===== config.mk =====
export PLATFORM = sky130hd
export DESIGN_NAME = priv_debug_top
export DESIGN_NICKNAME = d
export VERILOG_FILES = /design/src/hw/priv_debug_pkg.sv /design/src/hw/csr_access_unit.sv /design/src/hw/debug_csr_file.sv /design/src/hw/debug_entry_ctrl.sv /design/src/hw/priv_debug_top.sv
export VERILOG_INCLUDE_DIRS = /design/src /design/src/include
export SDC_FILE = /design/constraint.sdc
export NUM_CORES = 1
export LEC_CHECK = 0
export ABC_AREA = 0
export BUFFER_PORTS_ARGS = -buffer_cell sky130_fd_sc_hd__buf_2
export CORE_UTILIZATION = 53
export DETAILED_ROUTE_END_ITERATION = 8
export GPL_TIMING_DRIVEN = 1
export MAX_ROUTING_LAYER = met4
export PLACE_DENSITY = 0.82
export SLEW_MARGIN = 10
export SYNTH_ARGS = -nofsm -noshare
export SYNTH_HDL_FRONTEND = slang
export SYNTH_SLANG_ARGS = --single-unit

===== constraint.sdc =====
create_clock -name CLK -period 2.45 [get_ports CLK]
set_clock_uncertainty 0.15 [all_clocks]
set_input_delay 0.3675 -clock CLK [delete_from_list [all_inputs] [get_ports CLK]]
set_output_delay 0.3675 -clock CLK [all_outputs]
set_load 0.1 [all_outputs]

===== src/include/priv_debug_settings.svh =====
`ifndef PRIV_DEBUG_SETTINGS_SVH
`define PRIV_DEBUG_SETTINGS_SVH

// csr data path width
`define DATA_W 32

// debug csr addresses
`define CSR_DCSR      12'h7b0
`define CSR_DPC       12'h7b1
`define CSR_DSCRATCH0 12'h7b2
`define CSR_DSCRATCH1 12'h7b3

// dcsr layout, external debug support version 4
`define DCSR_XDEBUGVER   4'd4
`define DCSR_EBREAKM_BIT 15
`define DCSR_EBREAKU_BIT 12
`define DCSR_STEP_BIT    2
`define DCSR_CAUSE_LSB   6
`define DCSR_PRV_LSB     0

`endif


===== src/hw/priv_debug_pkg.sv =====
`default_nettype none

package priv_debug_pkg;

    // privilege levels as encoded in dcsr.prv
    // only U and M are implemented
    typedef enum logic [1:0] {
        PRIV_U    = 2'd0,
        PRIV_S    = 2'd1,
        PRIV_RSVD = 2'd2,
        PRIV_M    = 2'd3
    } priv_level_t;

    // csr instruction flavours
    typedef enum logic [1:0] {
        CSR_READ  = 2'd0,
        CSR_WRITE = 2'd1,
        CSR_SET   = 2'd2,
        CSR_CLEAR = 2'd3
    } csr_op_t;

    // dcsr.cause encodings
    // 2 (trigger) and 5 (resethaltreq) are not produced here
    typedef enum logic [2:0] {
        CAUSE_NONE    = 3'd0,
        CAUSE_EBREAK  = 3'd1,
        CAUSE_HALTREQ = 3'd3,
        CAUSE_STEP    = 3'd4
    } debug_cause_t;

    // hart run state as seen by the debugger
    typedef enum logic {
        RUNNING = 1'b0,
        HALTED  = 1'b1
    } hart_state_t;

endpackage

`default_nettype wire


===== src/hw/csr_access_unit.sv =====
`default_nettype none
`include "priv_debug_settings.svh"

module csr_access_unit import priv_debug_pkg::*; (
    input  logic               csr_req,
    input  logic [11:0]        csr_addr,
    input  csr_op_t            csr_op,
    input  logic [`DATA_W-1:0] csr_wdata,
    input  logic [`DATA_W-1:0] csr_rd_data,
    input  logic               halted,
    output logic               csr_ack,
    output logic               csr_invalid,
    output logic [`DATA_W-1:0] csr_rdata,
    output logic               csr_wr,
    output logic [1:0]         csr_sel,
    output logic [`DATA_W-1:0] csr_wr_data
);

    logic addr_hit;
    logic access_ok;

    // address decode into a register index
    always_comb begin
        addr_hit = 1'b1;
        csr_sel  = 2'd0;
        case (csr_addr)
            `CSR_DCSR:      csr_sel = 2'd0;
            `CSR_DPC:       csr_sel = 2'd1;
            `CSR_DSCRATCH0: csr_sel = 2'd2;
            `CSR_DSCRATCH1: csr_sel = 2'd3;
            default:        addr_hit = 1'b0;
        endcase
    end

    // debug csrs are only reachable from debug mode
    assign access_ok = csr_req && addr_hit && halted;

    assign csr_ack     = csr_req && addr_hit;
    assign csr_invalid = csr_req && !access_ok;
    assign csr_rdata   = addr_hit ? csr_rd_data : '0;

    // read-modify-write on the old value
    always_comb begin
        case (csr_op)
            CSR_WRITE: csr_wr_data = csr_wdata;
            CSR_SET:   csr_wr_data = csr_rd_data | csr_wdata;
            CSR_CLEAR: csr_wr_data = csr_rd_data & ~csr_wdata;
            default:   csr_wr_data = csr_rd_data;
        endcase
    end

    assign csr_wr = access_ok && (csr_op != CSR_READ);

endmodule

`default_nettype wire


===== src/hw/debug_csr_file.sv =====
`default_nettype none
`include "priv_debug_settings.svh"

module debug_csr_file import priv_debug_pkg::*; (
    input  logic               CLK,
    input  logic               nRST,
    input  logic               csr_wr,
    input  logic [1:0]         csr_sel,
    input  logic [`DATA_W-1:0] csr_wr_data,
    input  logic               enter_debug,
    input  debug_cause_t       enter_cause,
    input  logic [`DATA_W-1:0] enter_pc,
    input  priv_level_t        enter_prv,
    output logic [`DATA_W-1:0] csr_rd_data,
    output logic [`DATA_W-1:0] dpc,
    output logic               dcsr_ebreakm,
    output logic               dcsr_ebreaku,
    output logic               dcsr_step,
    output priv_level_t        dcsr_prv
);

    localparam logic [1:0] SEL_DCSR      = 2'd0;
    localparam logic [1:0] SEL_DPC       = 2'd1;
    localparam logic [1:0] SEL_DSCRATCH0 = 2'd2;
    localparam logic [1:0] SEL_DSCRATCH1 = 2'd3;

    debug_cause_t       dcsr_cause;
    logic [`DATA_W-1:0] dcsr_value;
    logic [`DATA_W-1:0] dscratch0;
    logic [`DATA_W-1:0] dscratch1;
    priv_level_t        wr_prv;
    logic               wr_prv_legal;

    // only the four writable fields are stored, the rest is rebuilt on read
    always_comb begin
        dcsr_value = '0;
        dcsr_value[`DATA_W-1 -: 4] = `DCSR_XDEBUGVER;
        dcsr_value[`DCSR_EBREAKM_BIT] = dcsr_ebreakm;
        dcsr_value[`DCSR_EBREAKU_BIT] = dcsr_ebreaku;
        dcsr_value[`DCSR_CAUSE_LSB +: 3] = dcsr_cause;
        dcsr_value[`DCSR_STEP_BIT] = dcsr_step;
        dcsr_value[`DCSR_PRV_LSB +: 2] = dcsr_prv;
    end

    // prv is WARL, S and reserved are not supported
    assign wr_prv       = priv_level_t'(csr_wr_data[`DCSR_PRV_LSB +: 2]);
    assign wr_prv_legal = (wr_prv == PRIV_U) || (wr_prv == PRIV_M);

    always_ff @(posedge CLK, negedge nRST) begin
        if (!nRST) begin
            dcsr_ebreakm <= 1'b0;
            dcsr_ebreaku <= 1'b0;
            dcsr_step    <= 1'b0;
            dcsr_cause   <= CAUSE_NONE;
            dcsr_prv     <= PRIV_M;
            dpc          <= '0;
            dscratch0    <= '0;
            dscratch1    <= '0;
        end else begin
            if (csr_wr) begin
                case (csr_sel)
                    SEL_DCSR: begin
                        dcsr_ebreakm <= csr_wr_data[`DCSR_EBREAKM_BIT];
                        dcsr_ebreaku <= csr_wr_data[`DCSR_EBREAKU_BIT];
                        dcsr_step    <= csr_wr_data[`DCSR_STEP_BIT];
                        if (wr_prv_legal) begin
                            dcsr_prv <= wr_prv;
                        end
                    end
                    SEL_DPC:       dpc <= {csr_wr_data[`DATA_W-1:1], 1'b0};
                    SEL_DSCRATCH0: dscratch0 <= csr_wr_data;
                    SEL_DSCRATCH1: dscratch1 <= csr_wr_data;
                    default: ;
                endcase
            end
            // entry snapshot, never coincides with a csr write
            if (enter_debug) begin
                dpc        <= {enter_pc[`DATA_W-1:1], 1'b0};
                dcsr_cause <= enter_cause;
                dcsr_prv   <= enter_prv;
            end
        end
    end

    // old value of the selected register
    always_comb begin
        case (csr_sel)
            SEL_DCSR:      csr_rd_data = dcsr_value;
            SEL_DPC:       csr_rd_data = dpc;
            SEL_DSCRATCH0: csr_rd_data = dscratch0;
            SEL_DSCRATCH1: csr_rd_data = dscratch1;
            default:       csr_rd_data = '0;
        endcase
    end

endmodule

`default_nettype wire


===== src/hw/debug_entry_ctrl.sv =====
`default_nettype none
`include "priv_debug_settings.svh"

module debug_entry_ctrl import priv_debug_pkg::*; (
    input  logic               CLK,
    input  logic               nRST,
    input  logic               haltreq,
    input  logic               ebreak,
    input  logic               retire,
    input  logic               dret,
    input  logic [`DATA_W-1:0] pc,
    input  logic [`DATA_W-1:0] next_pc,
    input  logic               dcsr_ebreakm,
    input  logic               dcsr_ebreaku,
    input  logic               dcsr_step,
    input  priv_level_t        dcsr_prv,
    input  logic [`DATA_W-1:0] dpc,
    output logic               halted,
    output priv_level_t        priv,
    output logic               resume,
    output logic [`DATA_W-1:0] resume_pc,
    output logic               breakpoint_trap,
    output logic               enter_debug,
    output debug_cause_t       enter_cause,
    output logic [`DATA_W-1:0] enter_pc,
    output priv_level_t        enter_prv
);

    hart_state_t state;
    hart_state_t state_nxt;
    logic        running;
    logic        ebreak_en;
    logic        do_dret;

    assign running = (state == RUNNING);

    // ebreak enable for the current level
    assign ebreak_en = (priv == PRIV_M) ? dcsr_ebreakm : dcsr_ebreaku;

    // halt cause by priority: haltreq, ebreak, step
    always_comb begin
        enter_cause = CAUSE_NONE;
        if (haltreq) begin
            enter_cause = CAUSE_HALTREQ;
        end else if (ebreak && ebreak_en) begin
            enter_cause = CAUSE_EBREAK;
        end else if (retire && dcsr_step) begin
            enter_cause = CAUSE_STEP;
        end
    end

    assign enter_debug = running && (enter_cause != CAUSE_NONE);
    // a step halts after the instruction, so resume at the next one
    assign enter_pc    = (enter_cause == CAUSE_STEP) ? next_pc : pc;
    assign enter_prv   = priv;

    // ebreak without the debug enable goes to the normal trap path
    assign breakpoint_trap = running && ebreak && !ebreak_en;

    assign do_dret = (state == HALTED) && dret;

    always_comb begin
        state_nxt = state;
        case (state)
            RUNNING: begin
                if (enter_debug) begin
                    state_nxt = HALTED;
                end
            end
            HALTED: begin
                if (dret) begin
                    state_nxt = RUNNING;
                end
            end
            default: state_nxt = RUNNING;
        endcase
    end

    always_ff @(posedge CLK, negedge nRST) begin
        if (!nRST) begin
            state  <= RUNNING;
            priv   <= PRIV_M;
            resume <= 1'b0;
        end else begin
            state  <= state_nxt;
            resume <= do_dret;
            // level comes back from dcsr.prv as the debugger left it
            if (do_dret) begin
                priv <= dcsr_prv;
            end
        end
    end

    assign halted    = (state == HALTED);
    assign resume_pc = dpc;

endmodule

`default_nettype wire


===== src/hw/priv_debug_top.sv =====
`default_nettype none
`include "priv_debug_settings.svh"

module priv_debug_top import priv_debug_pkg::*; (
    input  logic               CLK,
    input  logic               nRST,
    input  logic               csr_req,
    input  logic [11:0]        csr_addr,
    input  csr_op_t            csr_op,
    input  logic [`DATA_W-1:0] csr_wdata,
    input  logic               haltreq,
    input  logic               ebreak,
    input  logic               retire,
    input  logic               dret,
    input  logic [`DATA_W-1:0] pc,
    input  logic [`DATA_W-1:0] next_pc,
    output logic [`DATA_W-1:0] csr_rdata,
    output logic               csr_ack,
    output logic               csr_invalid,
    output logic               halted,
    output priv_level_t        priv,
    output logic               resume,
    output logic [`DATA_W-1:0] resume_pc,
    output logic               breakpoint_trap
);

    // access unit to csr file
    logic               csr_wr;
    logic [1:0]         csr_sel;
    logic [`DATA_W-1:0] csr_wr_data;
    logic [`DATA_W-1:0] csr_rd_data;

    // csr file to entry controller
    logic [`DATA_W-1:0] dpc;
    logic               dcsr_ebreakm;
    logic               dcsr_ebreaku;
    logic               dcsr_step;
    priv_level_t        dcsr_prv;

    // entry controller to csr file
    logic               enter_debug;
    debug_cause_t       enter_cause;
    logic [`DATA_W-1:0] enter_pc;
    priv_level_t        enter_prv;

    csr_access_unit u_access (
        .csr_req     (csr_req),
        .csr_addr    (csr_addr),
        .csr_op      (csr_op),
        .csr_wdata   (csr_wdata),
        .csr_rd_data (csr_rd_data),
        .halted      (halted),
        .csr_ack     (csr_ack),
        .csr_invalid (csr_invalid),
        .csr_rdata   (csr_rdata),
        .csr_wr      (csr_wr),
        .csr_sel     (csr_sel),
        .csr_wr_data (csr_wr_data)
    );

    debug_csr_file u_csrs (
        .CLK          (CLK),
        .nRST         (nRST),
        .csr_wr       (csr_wr),
        .csr_sel      (csr_sel),
        .csr_wr_data  (csr_wr_data),
        .enter_debug  (enter_debug),
        .enter_cause  (enter_cause),
        .enter_pc     (enter_pc),
        .enter_prv    (enter_prv),
        .csr_rd_data  (csr_rd_data),
        .dpc          (dpc),
        .dcsr_ebreakm (dcsr_ebreakm),
        .dcsr_ebreaku (dcsr_ebreaku),
        .dcsr_step    (dcsr_step),
        .dcsr_prv     (dcsr_prv)
    );

    debug_entry_ctrl u_entry (
        .CLK             (CLK),
        .nRST            (nRST),
        .haltreq         (haltreq),
        .ebreak          (ebreak),
        .retire          (retire),
        .dret            (dret),
        .pc              (pc),
        .next_pc         (next_pc),
        .dcsr_ebreakm    (dcsr_ebreakm),
        .dcsr_ebreaku    (dcsr_ebreaku),
        .dcsr_step       (dcsr_step),
        .dcsr_prv        (dcsr_prv),
        .dpc             (dpc),
        .halted          (halted),
        .priv            (priv),
        .resume          (resume),
        .resume_pc       (resume_pc),
        .breakpoint_trap (breakpoint_trap),
        .enter_debug     (enter_debug),
        .enter_cause     (enter_cause),
        .enter_pc        (enter_pc),
        .enter_prv       (enter_prv)
    );

endmodule

`default_nettype wire


Yosys cells after proc, flatten, opt, wreduce, memory -nomap -nowiden
Index checks and enable logic that the tools add are counted.
W data, S select, Z words.
{"block": "word_totals", "reg_bits": 108, "input_bits": 117, "out_inout_bits": 71, "elab_cells": 75}
{"block": "op_classes", "eq_ne": 13, "mux": 20, "bitwise_logic": 4, "n_reduce_logical": 27}
{"operator": "$mux W32", "n": 5}
{"operator": "$pmux W32 S4", "n": 1}
{"operator": "$pmux W32 S3", "n": 1}
{"operator": "$eq A12 B11 Y1 const B", "n": 4}
{"operator": "$and A32 B32 Y32", "n": 1}
{"operator": "$not A32 Y32", "n": 1}
{"operator": "$or A32 B32 Y32", "n": 1}
{"operator": "$eq A2 B2 Y1 const B", "n": 6}
{"operator": "$logic_and A1 B1 Y1", "n": 10}
{"operator": "$reduce_bool A2 Y1", "n": 5}
{"operator": "$mux W3", "n": 3}
{"operator": "$mux W2", "n": 4}
{"operator": "$reduce_and A2 Y1", "n": 4}
{"operator": "$pmux W2 S3", "n": 1}
{"operator": "$eq A2 B1 Y1 const B", "n": 2}
{"operator": "$logic_not A2 Y1", "n": 2}
{"operator": "$mux W1", "n": 4}
{"operator": "$reduce_or A4 Y1", "n": 1}
{"operator": "$eq A3 B3 Y1 const B", "n": 1}
{"operator": "$reduce_and A3 Y1", "n": 1}
{"operator": "$reduce_bool A3 Y1", "n": 1}
{"operator": "$logic_not A1 Y1", "n": 2}
{"operator": "$pmux W1 S2", "n": 1}
{"operator": "$logic_or A1 B1 Y1", "n": 1}
{"operator": "$not A1 Y1", "n": 1}

Depth between registers and ports, before layout
Gate-level depths: netlist (run 1).
{"block": "logic_depth", "word_depth": 12, "ltp_mapped": 11, "ltp_nobuf": 6}

Cells and area by module
From an unflattened synthesis (run 1), not the netlist that was laid out.
{"block": "unflattened", "cells_unflattened": 660, "area_unflattened_um2": 7432.1}
{"module": "debug_csr_file", "n_inst": 1, "cells_each": 369, "area_each_um2": 4887.2, "seq_area_each_um2": 2580.0}
{"module": "csr_access_unit", "n_inst": 1, "cells_each": 198, "area_each_um2": 1521.5, "seq_area_each_um2": 0.0}
{"module": "debug_entry_ctrl", "n_inst": 1, "cells_each": 93, "area_each_um2": 1023.5, "seq_area_each_um2": 102.6}

Least setup slack after synthesis (run 1)
No wires, ideal clock.
{"block": "synth_timing", "kind": "reg2out", "from": "register u_entry.priv[1], in the netlist u_entry.enter_prv[1]", "to": "output port breakpoint_trap", "arrival_ns": 3.547, "t_required_ns": 1.933, "slack_ns": -1.614, "stages_incl_launch_ff": 4, "n_path_buf": 0, "cell_sequence": "dfstp_2 -> a21boi_0 -> or2_2 -> nor3b_1"}
{"block": "synth_via", "elab_chain_cells": 4}
{"item": "from (decl)", "line_no": "debug_entry_ctrl.sv:19", "rtl": "output priv_level_t priv,"}
{"item": "from (signal assigned)", "line_no": "debug_entry_ctrl.sv:89", "rtl": "priv <= dcsr_prv;"}
{"item": "$eq A2 B2 Y1", "line_no": "debug_entry_ctrl.sv:38", "rtl": "assign ebreak_en = (priv == PRIV_M) ? dcsr_ebreakm : dcsr_ebreaku;"}
{"item": "$mux W1", "line_no": "debug_entry_ctrl.sv:38"}
{"item": "$logic_not A1 Y1", "line_no": "debug_entry_ctrl.sv:58", "rtl": "assign breakpoint_trap = running && ebreak && !ebreak_en;"}
{"item": "$logic_and A1 B1 Y1", "line_no": "debug_entry_ctrl.sv:58"}
{"item": "to (decl)", "line_no": "priv_debug_top.sv:24", "rtl": "output logic breakpoint_trap"}
Every way passes these cells.

Worst setup path in the final report (run 1)
{"block": "layout_timing", "from": "input port csr_addr[6]", "to": "output port csr_rdata[1]"}
{"block": "layout_via", "elab_chain_cells": 5, "elab_cells_between_ends": 13, "classes_between": "7 x eq/ne; 4 x mux; 2 x reduce/logical"}
{"item": "from (decl)", "line_no": "priv_debug_top.sv:8", "rtl": "input logic [11:0] csr_addr,"}
{"item": "$eq A12 B11 Y1", "line_no": "csr_access_unit.sv:26", "rtl": "case (csr_addr)"}
{"item": "$pmux W2 S3", "line_no": "csr_access_unit.sv:26"}
{"item": "$eq A2 B2 Y1 (tied with other cells)", "line_no": "debug_csr_file.sv:87", "rtl": "case (csr_sel)"}
{"item": "$pmux W32 S4", "line_no": "debug_csr_file.sv:87"}
{"item": "$mux W32 *", "line_no": "csr_access_unit.sv:40", "rtl": "assign csr_rdata = addr_hit ? csr_rd_data : '0;"}
{"item": "to (decl)", "line_no": "priv_debug_top.sv:17", "rtl": "output logic [`DATA_W-1:0] csr_rdata,"}
Every way passes the cells marked *; elsewhere a longest branch is shown, timed or not.

==> results of run 1 <==
worst max-delay path by stage:
stage	startpoint	to	slack [ns]	cells past startpoint
floorplan	csr_addr[6]	u_csrs.dpc[22]	-0.23	8
global placement	csr_addr[6]	csr_rdata[1]	-0.14	7
detailed placement	csr_addr[6]	u_csrs.dscratch0[18]	-0.22	7
CTS	csr_addr[11]	csr_rdata[15]	-0.02	9
global route	csr_addr[11]	csr_rdata[8]	-0.04	9
finish	csr_addr[6]	csr_rdata[1]	-0.01	8
cell type report:
class	count	area, sq um
Multi-Input combinational cell	559	3807
Sequential cell	107	2693
Fill cell	772	2630
Clock buffer	13	270.3
Timing Repair Buffer	241	1946
Clock inverter	2	10.01
Inverter	8	30.03
Tap cell	143	178.9
cells in the final DEF, fill, tap and decap left out, types with 7 or more instances in the layout:
master,Yosys,final
a21oi_1,37,23
o21ai_0,78,77
buf_2,20,148
o21ai_1,12,13
clkbuf_16,0,9
dfrtp_1,103,101
a21oi_4,0,23
nand3_1,11,11
o221ai_1,25,25
nand2_1,161,161
nor2_1,34,26
buf_6,2,9
nor2_4,1,10
buf_12,0,37
mux2_2,29,29
buf_4,3,45
mux2i_1,59,59
inv_1,7,7
a21o_1,24,24
logic make-up after synthesis:
group,Yosys count
AOI/OAI and AO/OA,220
xor gates and xnor gates,2
buffers and inverters,65
other,1
DFF,107
and+or+nand+nor,246
muxes,88
registers in the layout (all words and copies together) (netlist names):
signal / cells
u_csrs.dcsr_cause: 3
u_csrs.dcsr_ebreakm: 1
u_csrs.dcsr_ebreaku: 1
u_csrs.dcsr_prv: 2
u_csrs.dcsr_step: 1
u_csrs.dpc: 31
u_csrs.dscratch0: 32
u_csrs.dscratch1: 32
u_entry.enter_prv: 2
u_entry.halted: 1
u_entry.resume: 1
cell usage after synthesis, types with 2 or more instances:
master and instances:
o221ai_1 25, a21oi_1 37, a21boi_0 2, a21o_1 24
or2_1 2, o21ai_0 78, nor2_1 34, mux2_2 29
a211o_1 2, and3_1 5, nand4b_1 2, o21ai_1 12
buf_2 20, clkbuf_1 25, nor3b_1 5, nand2b_1 3
a221oi_1 2, nand2_1 161, a2bb2oi_1 2, a222oi_1 2
dfstp_2 4, dfrtp_1 103, inv_1 7, nor2b_1 6
mux2i_1 59, a21oi_2 9, buf_1 5, a22oi_1 6
and2_1 3, nand3_1 11, a31oi_1 4, buf_4 3
o22ai_1 8, nand4_1 3, buf_6 2, clkbuf_2 2
or4_1 2
power by group:
group / switching (mW) / total, mW / leakage, nW / internal [mW]
registers: 0.233 / 2.24 / 1.41 / 2.01
clock network: 0.626 / 1.39 / 0.141 / 0.765
logic: 2.24 / 2.82 / 2.56 / 0.584
layer usage:
metal | vias to the layer above | part of all wire | GRT usage
met5 | - | 0 | -
met4 | 0 | 0.030 | 0.1676
met3 | 70 | 0.088 | 0.06587
met2 | 371 | 0.50 | 0.5934
met1 | 3207 | 0.38 | 0.4160
li1 | 2986 | - | -
what timing repair did:
action,4_1_cts,5_1_grt
pin swaps,3,5
buffers inserted,2,4
resized for setup,10,21
endpoints found under the hold margin,23,0
hold buffers,1,0
endpoints found under the setup margin,21,56
cloned,1,1
through the flow:
step | util | TNS (ns) | power [mW]
after floorplan | - | -10.89 | 4.342
after global placement | 0.7311 | -4.292 | 4.932
after detailed placement | 0.7311 | -6.975 | 5.014
after CTS | 0.7623 | -0.02764 | 6.394
after global routing | 0.7726 | -0.1696 | 6.659
final | 0.7726 | -0.01328 | 6.454
worst reg2reg max path, delay by kind of cell, from the launching register on:
family / cells / cell delay, ns
AOI/OAI and AO/OA: 4 / 0.84
DFF: 1 / 0.63
and+or+nand+nor: 1 / 0.32
buffers and inverters: 1 / 0.26
==> results.json, run 1 <==
{
  "status": "finished with violations",
  "failed_checks": "DRC, setup timing",
  "max_freq_mhz": 406.0,
  "ys_types": 57,
  "tritoncts": "yes",
  "stdcell_area_sq_um": 8935,
  "htreeDepth": 3,
  "drtPass1Iterations": 8,
  "finalMaxSlewViolations": 0,
  "drtIter0Drc": 616,
  "via_per_inst": 6.183,
  "slowest_delay_ns": 0.54,
  "syn_area_sq_um": 6382,
  "num_vias": 6634,
  "slew_headroom": 0.5443,
  "start_util": 0.5519,
  "async_flop_share": 1.000,
  "ys_ff_latch": 107,
  "ys.flop_type": "dfrtp_1",
  "clk_path_buf_depth": 2,
  "cp_common_cell": "buf_6",
  "crit_buf_inv": 4,
  "min_from": "dret",
  "crit_chain": "buf_6 -> nand4b_1 -> buf_6 -> or4_4 -> buf_6 -> a22oi_2 -> nor2_4 -> buf_12",
  "cap_violations": 0,
  "die_h_um": 111.7,
  "reg2reg_depth": 6,
  "ant_nets": 0,
  "grt_pass1_wl_um": 33750,
  "io_pins": 188,
  "endpoint_kind": "primary output",
  "io_buffer_count": 184,
  "synth_mux_area_frac": 0.1437,
  "clkLatencyLatePin_ns": 0.34,
  "synth_top_family_by_area": "compound AO/OA/AOI/OAI gates",
  "period_share": 1.005,
  "worst_pin_slew_ns": 0.6795,
  "power.density_nw_per_um2": 722.3,
  "clk_pin_slew_ns": 0.07,
  "die_area_sq_um": 12480,
  "syn_nets": 846,
  "hpwlAfterDp_um": 14990,
  "synth_xor_area_frac": 0.002745,
  "holdPathStages": 2,
  "worstPathArrival_ns": 1.95,
  "setup_viol": 1,
  "gp_congestion": 0.9936,
  "cts_inserted_buffers": 9,
  "slowest_stage": "or4_4",
  "cts_root_buffer": "clkbuf_16",
  "hp-class": "input port to flop",
  "r2r_slack_ns": 0.11,
  "synthSimpleGateAreaFrac": 0.1676,
  "grt_pass1_vias": 6902,
  "grtUsageTotal": 0.3559,
  "synth-adder-area-share": 0,
  "drt_wl_total_um": 21290,
  "synth-compound-area-share": 0.2184,
  "yosysSeqAreaShare": 0.4203,
  "reg2reg_from": "u_entry.enter_prv[1]",
  "synth_cells": 729,
  "ir_drop_mv": 0.5839,
  "area_delta_synth_final_pct": 39.99,
  "critPathLaunchType": "input port",
  "numPlacedInstances": 1052,
  "grt-ovfl-total": 0,
  "synthTopCellsByArea": "dfrtp_1, nand2_1, mux2i_1",
  "coreArea_sq_um": 11560,
  "synth_largest_area_cell": "dfrtp_1",
  "cp_max_fo": 6,
  "synth_warnings": 0,
  "avgRoutedWirePerCell_um": 19.84,
  "path_class": "input port to primary output",
  "stdcell_count": 1073,
  "synth_edf_count": 0,
  "crit_required_ns": 1.93,
  "cts_num_sinks": 107,
  "drcViolationCount": 14,
  "hold_viol_final": 0,
  "worstReg2RegEnd": "u_csrs.dpc[20]",
  "grt_start_max_net_pins": 58,
  "whs_ns": 0.06133,
  "layout-drive-gt1-share": 0.3699,
  "dpl-instance-area_sq_um": 8456,
  "crit_family": "simple AND/OR/NAND/NOR gates",
  "rows": 39,
  "rsz0062_at_grt": "yes",
  "nets": 1043,
  "fin_crit_ns": 2.463,
  "synth_top_area_frac": 0.4038,
  "fin_ws_ns": -0.01328,
  "pre_cts_ws_ns": -0.2177,
  "power_leakage_nw": 4.113,
  "worstHoldEndpoint": "u_entry.halted",
  "syn_avg_cell_area_sq_um": 8.755,
  "die_w_um": 111.7,
  "antennaDiodeCount": 0,
  "antenna_found_initial": 0
}
Power figures use the tool's default switching activity.
==> run 2: changes to the inputs <==
--- a/config.mk
+++ b/config.mk
@@ -8,11 +8,12 @@
 export LEC_CHECK = 0
 export ABC_AREA = 0
 export BUFFER_PORTS_ARGS = -buffer_cell sky130_fd_sc_hd__buf_2
-export CORE_UTILIZATION = 53
+export CORE_UTILIZATION = 57
 export DETAILED_ROUTE_END_ITERATION = 8
 export GPL_TIMING_DRIVEN = 1
 export MAX_ROUTING_LAYER = met4
-export PLACE_DENSITY = 0.82
+export PLACE_DENSITY = 0.87
+export SETUP_SLACK_MARGIN = 0.2
 export SLEW_MARGIN = 10
 export SYNTH_ARGS = -nofsm -noshare
 export SYNTH_HDL_FRONTEND = slang
==> constraint.sdc (replaced) <==
create_clock -name CLK -period 2.85 [get_ports CLK]
set_clock_uncertainty 0.15 [all_clocks]
set_input_delay 0.4275 -clock CLK [delete_from_list [all_inputs] [get_ports CLK]]
set_output_delay 0.4275 -clock CLK [all_outputs]
set_load 0.1 [all_outputs]
==> results.json, run 2 (synthesized netlist as in run 1, its figures left out) <==
{
  "drt_wl_total_um": 19310,
  "worstPathArrival_ns": 2.06,
  "gr-usage-met2": 0.5668,
  "dpl-instance-area_sq_um": 8174,
  "top_regs": "u_csrs.dscratch0: 32 flops, u_csrs.dscratch1: 32 flops, u_csrs.dpc: 31 flops",
  "worst_pin_slew_ns": 0.7316,
  "regArea_sq_um": 2683,
  "status": "complete, no violations",
  "stdcell_area_sq_um": 8479,
  "tritoncts": "yes",
  "slowest_delay_ns": 0.44,
  "layout_common_cells": "nand2_1, buf_2, dfrtp_1",
  "cp_max_fo": 3,
  "ant_nets": 0,
  "avgRoutedWirePerCell_um": 18.39,
  "grt_pass1_vias": 6194,
  "io_buffer_count": 184,
  "die_h_um": 107.8,
  "grt_use_met1": 0.4242,
  "cts_inserted_buffers": 9,
  "htreeDepth": 3,
  "cap_violations": 0,
  "nets": 1021,
  "multi_input_area_sq_um": 3676,
  "crit_required_ns": 2.27,
  "rsz0062_at_grt": "yes",
  "p_total_mw": 5.147,
  "clk_pin_slew_ns": 0.11,
  "via_per_inst": 6.231,
  "crit_family": "simple AND/OR/NAND/NOR gates",
  "fin_crit_ns": 2.638,
  "start_util": 0.5862,
  "grtUsageTotal": 0.3433,
  "numPlacedInstances": 1027,
  "drtIter0Drc": 518,
  "power_leakage_nw": 3.936,
  "finalMaxSlewViolations": 0,
  "period_share": 0.9256,
  "die_area_sq_um": 11620,
  "hpwlAfterDp_um": 13480,
  "tns_ns": 0,
  "clkLatencyLatePin_ns": 0.37,
  "clk_path_buf_depth": 2,
  "rows": 38,
  "grt-ovfl-total": 0,
  "layout_commonest_cell": "nand2_1",
  "hold_viol_final": 0,
  "layout-drive-gt1-share": 0.3531,
  "drcViolationCount": 0,
  "fill_cells": 758,
  "slowest_stage": "or4b_1",
  "power.density_nw_per_um2": 607.1,
  "ir_drop_mv": 0.5161,
  "cts_root_buffer": "clkbuf_8",
  "max_freq_mhz": 379.1,
  "area_delta_synth_final_pct": 32.86,
  "critPathLaunchType": "flop",
  "cts_num_sinks": 107,
  "gp_congestion": 0.8859,
  "num_vias": 6543,
  "coreArea_sq_um": 10890,
  "path_class": "flop to primary output",
  "endpoint_kind": "primary output",
  "die_w_um": 107.8,
  "top_usage_layer": "met2",
  "whs_ns": 0.09155,
  "stdcell_count": 1050,
  "met3_usage": 0.05630,
  "grt_pass1_wl_um": 29950,
  "io_pins": 188,
  "drtPass1Iterations": 5,
  "crit_buf_inv": 1,
  "crit_chain": "or4b_1 -> a31oi_1 -> a22oi_2 -> nor2_4 -> buf_4",
  "antenna_found_initial": 1,
  "grt_start_max_net_pins": 70,
  "hp-class": "input port to flop",
  "slew_headroom": 0.5093,
  "setup_viol": 0
}
[run 2: cell count changes in the layout (fill, tap and decap cells not counted), moves of 6 or more]
| cell | change |
|---|---|
| clkbuf_16 | -9 |
| buf_4 | -11 |
| buf_6 | -8 |
| clkbuf_8 | +6 |
| a21oi_4 | -12 |
| a21oi_2 | +12 |
[run 2: worst paths after layout]
path | start | to | slack (ns) | cells after the start
max | u_csrs.dscratch0[1] | csr_rdata[1] | 0.21 | 5
min in group asynchronous | nRST | u_csrs.dpc[16] | 0.41 | 2
max in group asynchronous | nRST | u_csrs.dcsr_prv[1] | 1.35 | 3
max reg2reg | u_entry.enter_prv[1] | u_csrs.dpc[1] | 0.47 | 8
min reg2reg | u_csrs.dscratch0[9] | u_csrs.dscratch0[9] | 0.34 | 2
min | dret | u_entry.halted | 0.09 | 2
[run 2: area by class of cell]
class,count,area share
Multi-Input combinational cell,557,0.4335
Inverter,8,0.003541
Clock inverter,7,0.006935
Clock buffer,9,0.01461
Tap cell,140,0.02066
Antenna cell,1,0.0002951
Sequential cell,107,0.3164
Timing Repair Buffer,221,0.2041
[run 2: repair_timing]
action,in CTS,in global routing
endpoints found under the hold margin,38,0
hold buffers,1,0
pin swaps,1,1
setup buffers,3,2
setup endpoints to repair,20,19
resized for setup,5,12
[run 2: through the flow]
| step | setup slack, ns | util |
|---|---|---|
| 2_1_floorplan | -0.1779 | - |
| 3_3_place_gp | 0.09079 | 0.7507 |
| 3_5_place_dp | 0.02362 | 0.7507 |
| 4_1_cts | 0.1642 | 0.7726 |
| 5_1_grt | 0.1316 | 0.7788 |
| 6_report | 0.2121 | 0.7788 |
[run 2: report_power, final]
group | total [mW] | leakage [nW] | internal, mW | switching (mW)
combinational | 2.36 | 2.43 | 0.475 | 1.88
clock | 0.893 | 0.0921 | 0.332 | 0.560
sequential | 1.90 | 1.41 | 1.72 | 0.180
total | 5.15 | 3.94 | 2.52 | 2.62
[run 2: worst reg2reg max path, delay by kind of cell (launching register included)]
kind | cells | cell delay [ns]
AND/OR/NAND/NOR | 2 | 0.44
buffers and inverters | 2 | 0.49
flip-flops | 1 | 0.58
AO/OA/AOI/OAI | 4 | 0.64
[run 2: metal layers]
metal  share of wire  up-vias  routed length, um
met3           0.088       56               1706
li1                -     2950                  -
met2            0.49      406               9452
met5               0        -                  0
met4           0.023        0                435
met1            0.40     3131               7716
==> run 3: changes to the inputs <==
--- a/config.mk
+++ b/config.mk
@@ -8,11 +8,12 @@
 export LEC_CHECK = 0
 export ABC_AREA = 0
 export BUFFER_PORTS_ARGS = -buffer_cell sky130_fd_sc_hd__buf_2
+export CORE_MARGIN = 5
 export CORE_UTILIZATION = 57
 export DETAILED_ROUTE_END_ITERATION = 8
-export GPL_TIMING_DRIVEN = 1
+export GPL_TIMING_DRIVEN = 0
 export MAX_ROUTING_LAYER = met4
-export PLACE_DENSITY = 0.87
+export PLACE_DENSITY_LB_ADDON = 0.08
 export SETUP_SLACK_MARGIN = 0.2
 export SLEW_MARGIN = 10
 export SYNTH_ARGS = -nofsm -noshare
==> results.json, run 3 (synthesized netlist as in run 1, its figures left out) <==
{
  "tritoncts": "yes",
  "die_area_sq_um": 13410,
  "layout-drive-gt1-share": 0.3543,
  "num_vias": 6713,
  "layout_common_cells": "buf_2, nand2_1, dfrtp_1",
  "antennaDiodeCount": 0,
  "max_freq_mhz": 374.5,
  "clk_path_buf_depth": 2,
  "crit_family": "simple AND/OR/NAND/NOR gates",
  "cts_root_buffer": "clkbuf_8",
  "power.share.switching": 0.4944,
  "regArea_sq_um": 2683,
  "area_delta_synth_final_pct": 31.93,
  "die_w_um": 115.8,
  "clkLatencyLatePin_ns": 0.38,
  "pre_cts_ws_ns": -0.3224,
  "grtUsageTotal": 0.3420,
  "hold_viol_final": 0,
  "worstHoldEndpoint": "u_entry.halted",
  "crit_buf_inv": 4,
  "stdcell_count": 1080,
  "io_pins": 188,
  "antenna_found_initial": 0,
  "cp_max_fo": 4,
  "postLayoutCoreUtil": 0.7734,
  "clockPowerShare": 0.205,
  "clk_pin_slew_ns": 0.10,
  "cts_inserted_buffers": 9,
  "drtPass1Iterations": 6,
  "status": "complete, no violations",
  "top_regs": "u_csrs.dscratch0: 32 flops, u_csrs.dscratch1: 32 flops, u_csrs.dpc: 31 flops",
  "drcViolationCount": 0,
  "power.switching_mw": 2.691,
  "cts_num_sinks": 107,
  "via_per_inst": 6.216,
  "holdPathStages": 2,
  "rsz0062_at_grt": "yes",
  "numPlacedInstances": 1052,
  "worst_pin_slew_ns": 0.9811,
  "crit_required_ns": 2.27,
  "cp_common_cell": "buf_6",
  "fin_crit_ns": 2.670,
  "slew_headroom": 0.3429,
  "intPower_mw": 2.752,
  "reg2reg_depth": 7,
  "p_comb_frac": 0.445,
  "grt_pass1_wl_um": 34420,
  "min_from": "dret",
  "multi_input_area_sq_um": 3732,
  "slowest_stage": "or4_4",
  "drt_wl_total_um": 22490,
  "gp_congestion": 0.9553,
  "layout_commonest_cell": "buf_2",
  "seq_power_share": 0.350,
  "worstReg2RegEnd": "u_csrs.dpc[15]",
  "power.density_nw_per_um2": 646.4,
  "grt_pass1_vias": 6752,
  "hp-class": "input port to flop",
  "ant_nets": 0,
  "setup_viol": 0,
  "path_class": "input port to primary output",
  "io_buffer_count": 182,
  "coreArea_sq_um": 10890,
  "htreeDepth": 3,
  "cap_violations": 0,
  "crit_chain": "buf_6 -> nand4b_1 -> buf_4 -> or4_4 -> buf_6 -> a22oi_2 -> nor2_4 -> buf_12",
  "rows": 38,
  "start_util": 0.5862,
  "fin_ws_ns": 0.1799,
  "endpoint_kind": "primary output",
  "hpwlAfterDp_um": 16090,
  "nets": 1052,
  "grt_start_max_net_pins": 83,
  "reg2reg_from": "u_entry.enter_prv[1]",
  "ir_drop_mv": 0.5407,
  "die_h_um": 115.8,
  "critPathLaunchType": "input port",
  "worstPathArrival_ns": 2.09,
  "grt-ovfl-total": 0,
  "avgRoutedWirePerCell_um": 20.82,
  "period_share": 0.9369,
  "finalMaxSlewViolations": 0,
  "r2r_slack_ns": 0.28,
  "slowest_delay_ns": 0.51,
  "fill_cells": 784,
  "drtIter0Drc": 681,
  "p_total_mw": 5.443,
  "power_leakage_nw": 3.961,
  "whs_ns": 0.1036
}
run 3: routing by layer:
| layer | vias up | wire length, um | track usage |
|---|---|---|---|
| li1 | 3008 | - | - |
| met1 | 3255 | 8764 | 0.4313 |
| met2 | 402 | 10950 | 0.5424 |
| met3 | 48 | 2226 | 0.06580 |
| met4 | 0 | 550 | 0.1431 |
| met5 | - | 0 | - |
run 3: power by group through the flow:
stage / logic (mW) / registers, mW / clock network, mW
after global routing: 2.51 / 1.93 / 1.17
after global placement: 2.32 / 1.90 / 0
after CTS: 2.38 / 1.89 / 1.11
after detailed placement: 2.36 / 1.92 / 0
after floorplan: 0.575 / 3.14 / 0
final: 2.42 / 1.90 / 1.12
run 3: metrics by stage:
step / instance area (sq um) / setup TNS, ns
floorplan: 6606 / -3.496
detailed placement: 7726 / -7.171
CTS: 8252 / 0
global route: 8421 / 0
global placement: 7692 / -5.947
finish: 8421 / 0
run 3: worst reg2reg max path, delay by kind of cell (launching register included):
kind | cells | cell delay (ns)
AOI/OAI and AO/OA | 3 | 1.14
and+or+nand+nor | 3 | 0.38
buffers and inverters | 1 | 0.24
DFF | 1 | 0.58
run 3: final cells by class:
| class | count | share of cell area |
|---|---|---|
| sequential | 107 | 0.3186 |
| clock buffer | 11 | 0.01798 |
| buffer | 57 | 0.03863 |
| inverter | 8 | 0.003566 |
| multi-input combinational | 557 | 0.4432 |
| tap | 140 | 0.02080 |
| clock inverter | 5 | 0.009955 |
| timing repair buffer | 195 | 0.1473 |
run 3: repair_timing:
item / 4_1_cts / 5_1_grt
hold buffers: 1 / 0
buffers inserted: 8 / 3
resized for setup: 65 / 42
endpoints found under the setup margin: 42 / 62
pin swaps: 7 / 3
hold endpoints to repair: 25 / 0
run 3: worst max path at each step:
stage / slack, ns / from / depth (start not counted) / endpoint
final: 0.18 / csr_addr[11] / 8 / csr_rdata[0]
after global routing: 0.14 / csr_addr[11] / 8 / csr_rdata[0]
after CTS: 0.12 / csr_addr[6] / 7 / csr_rdata[6]
after detailed placement: -0.32 / csr_addr[6] / 6 / csr_rdata[2]
after global placement: -0.31 / csr_addr[6] / 6 / csr_rdata[2]
after floorplan: -0.18 / csr_addr[6] / 8 / u_csrs.dpc[11]
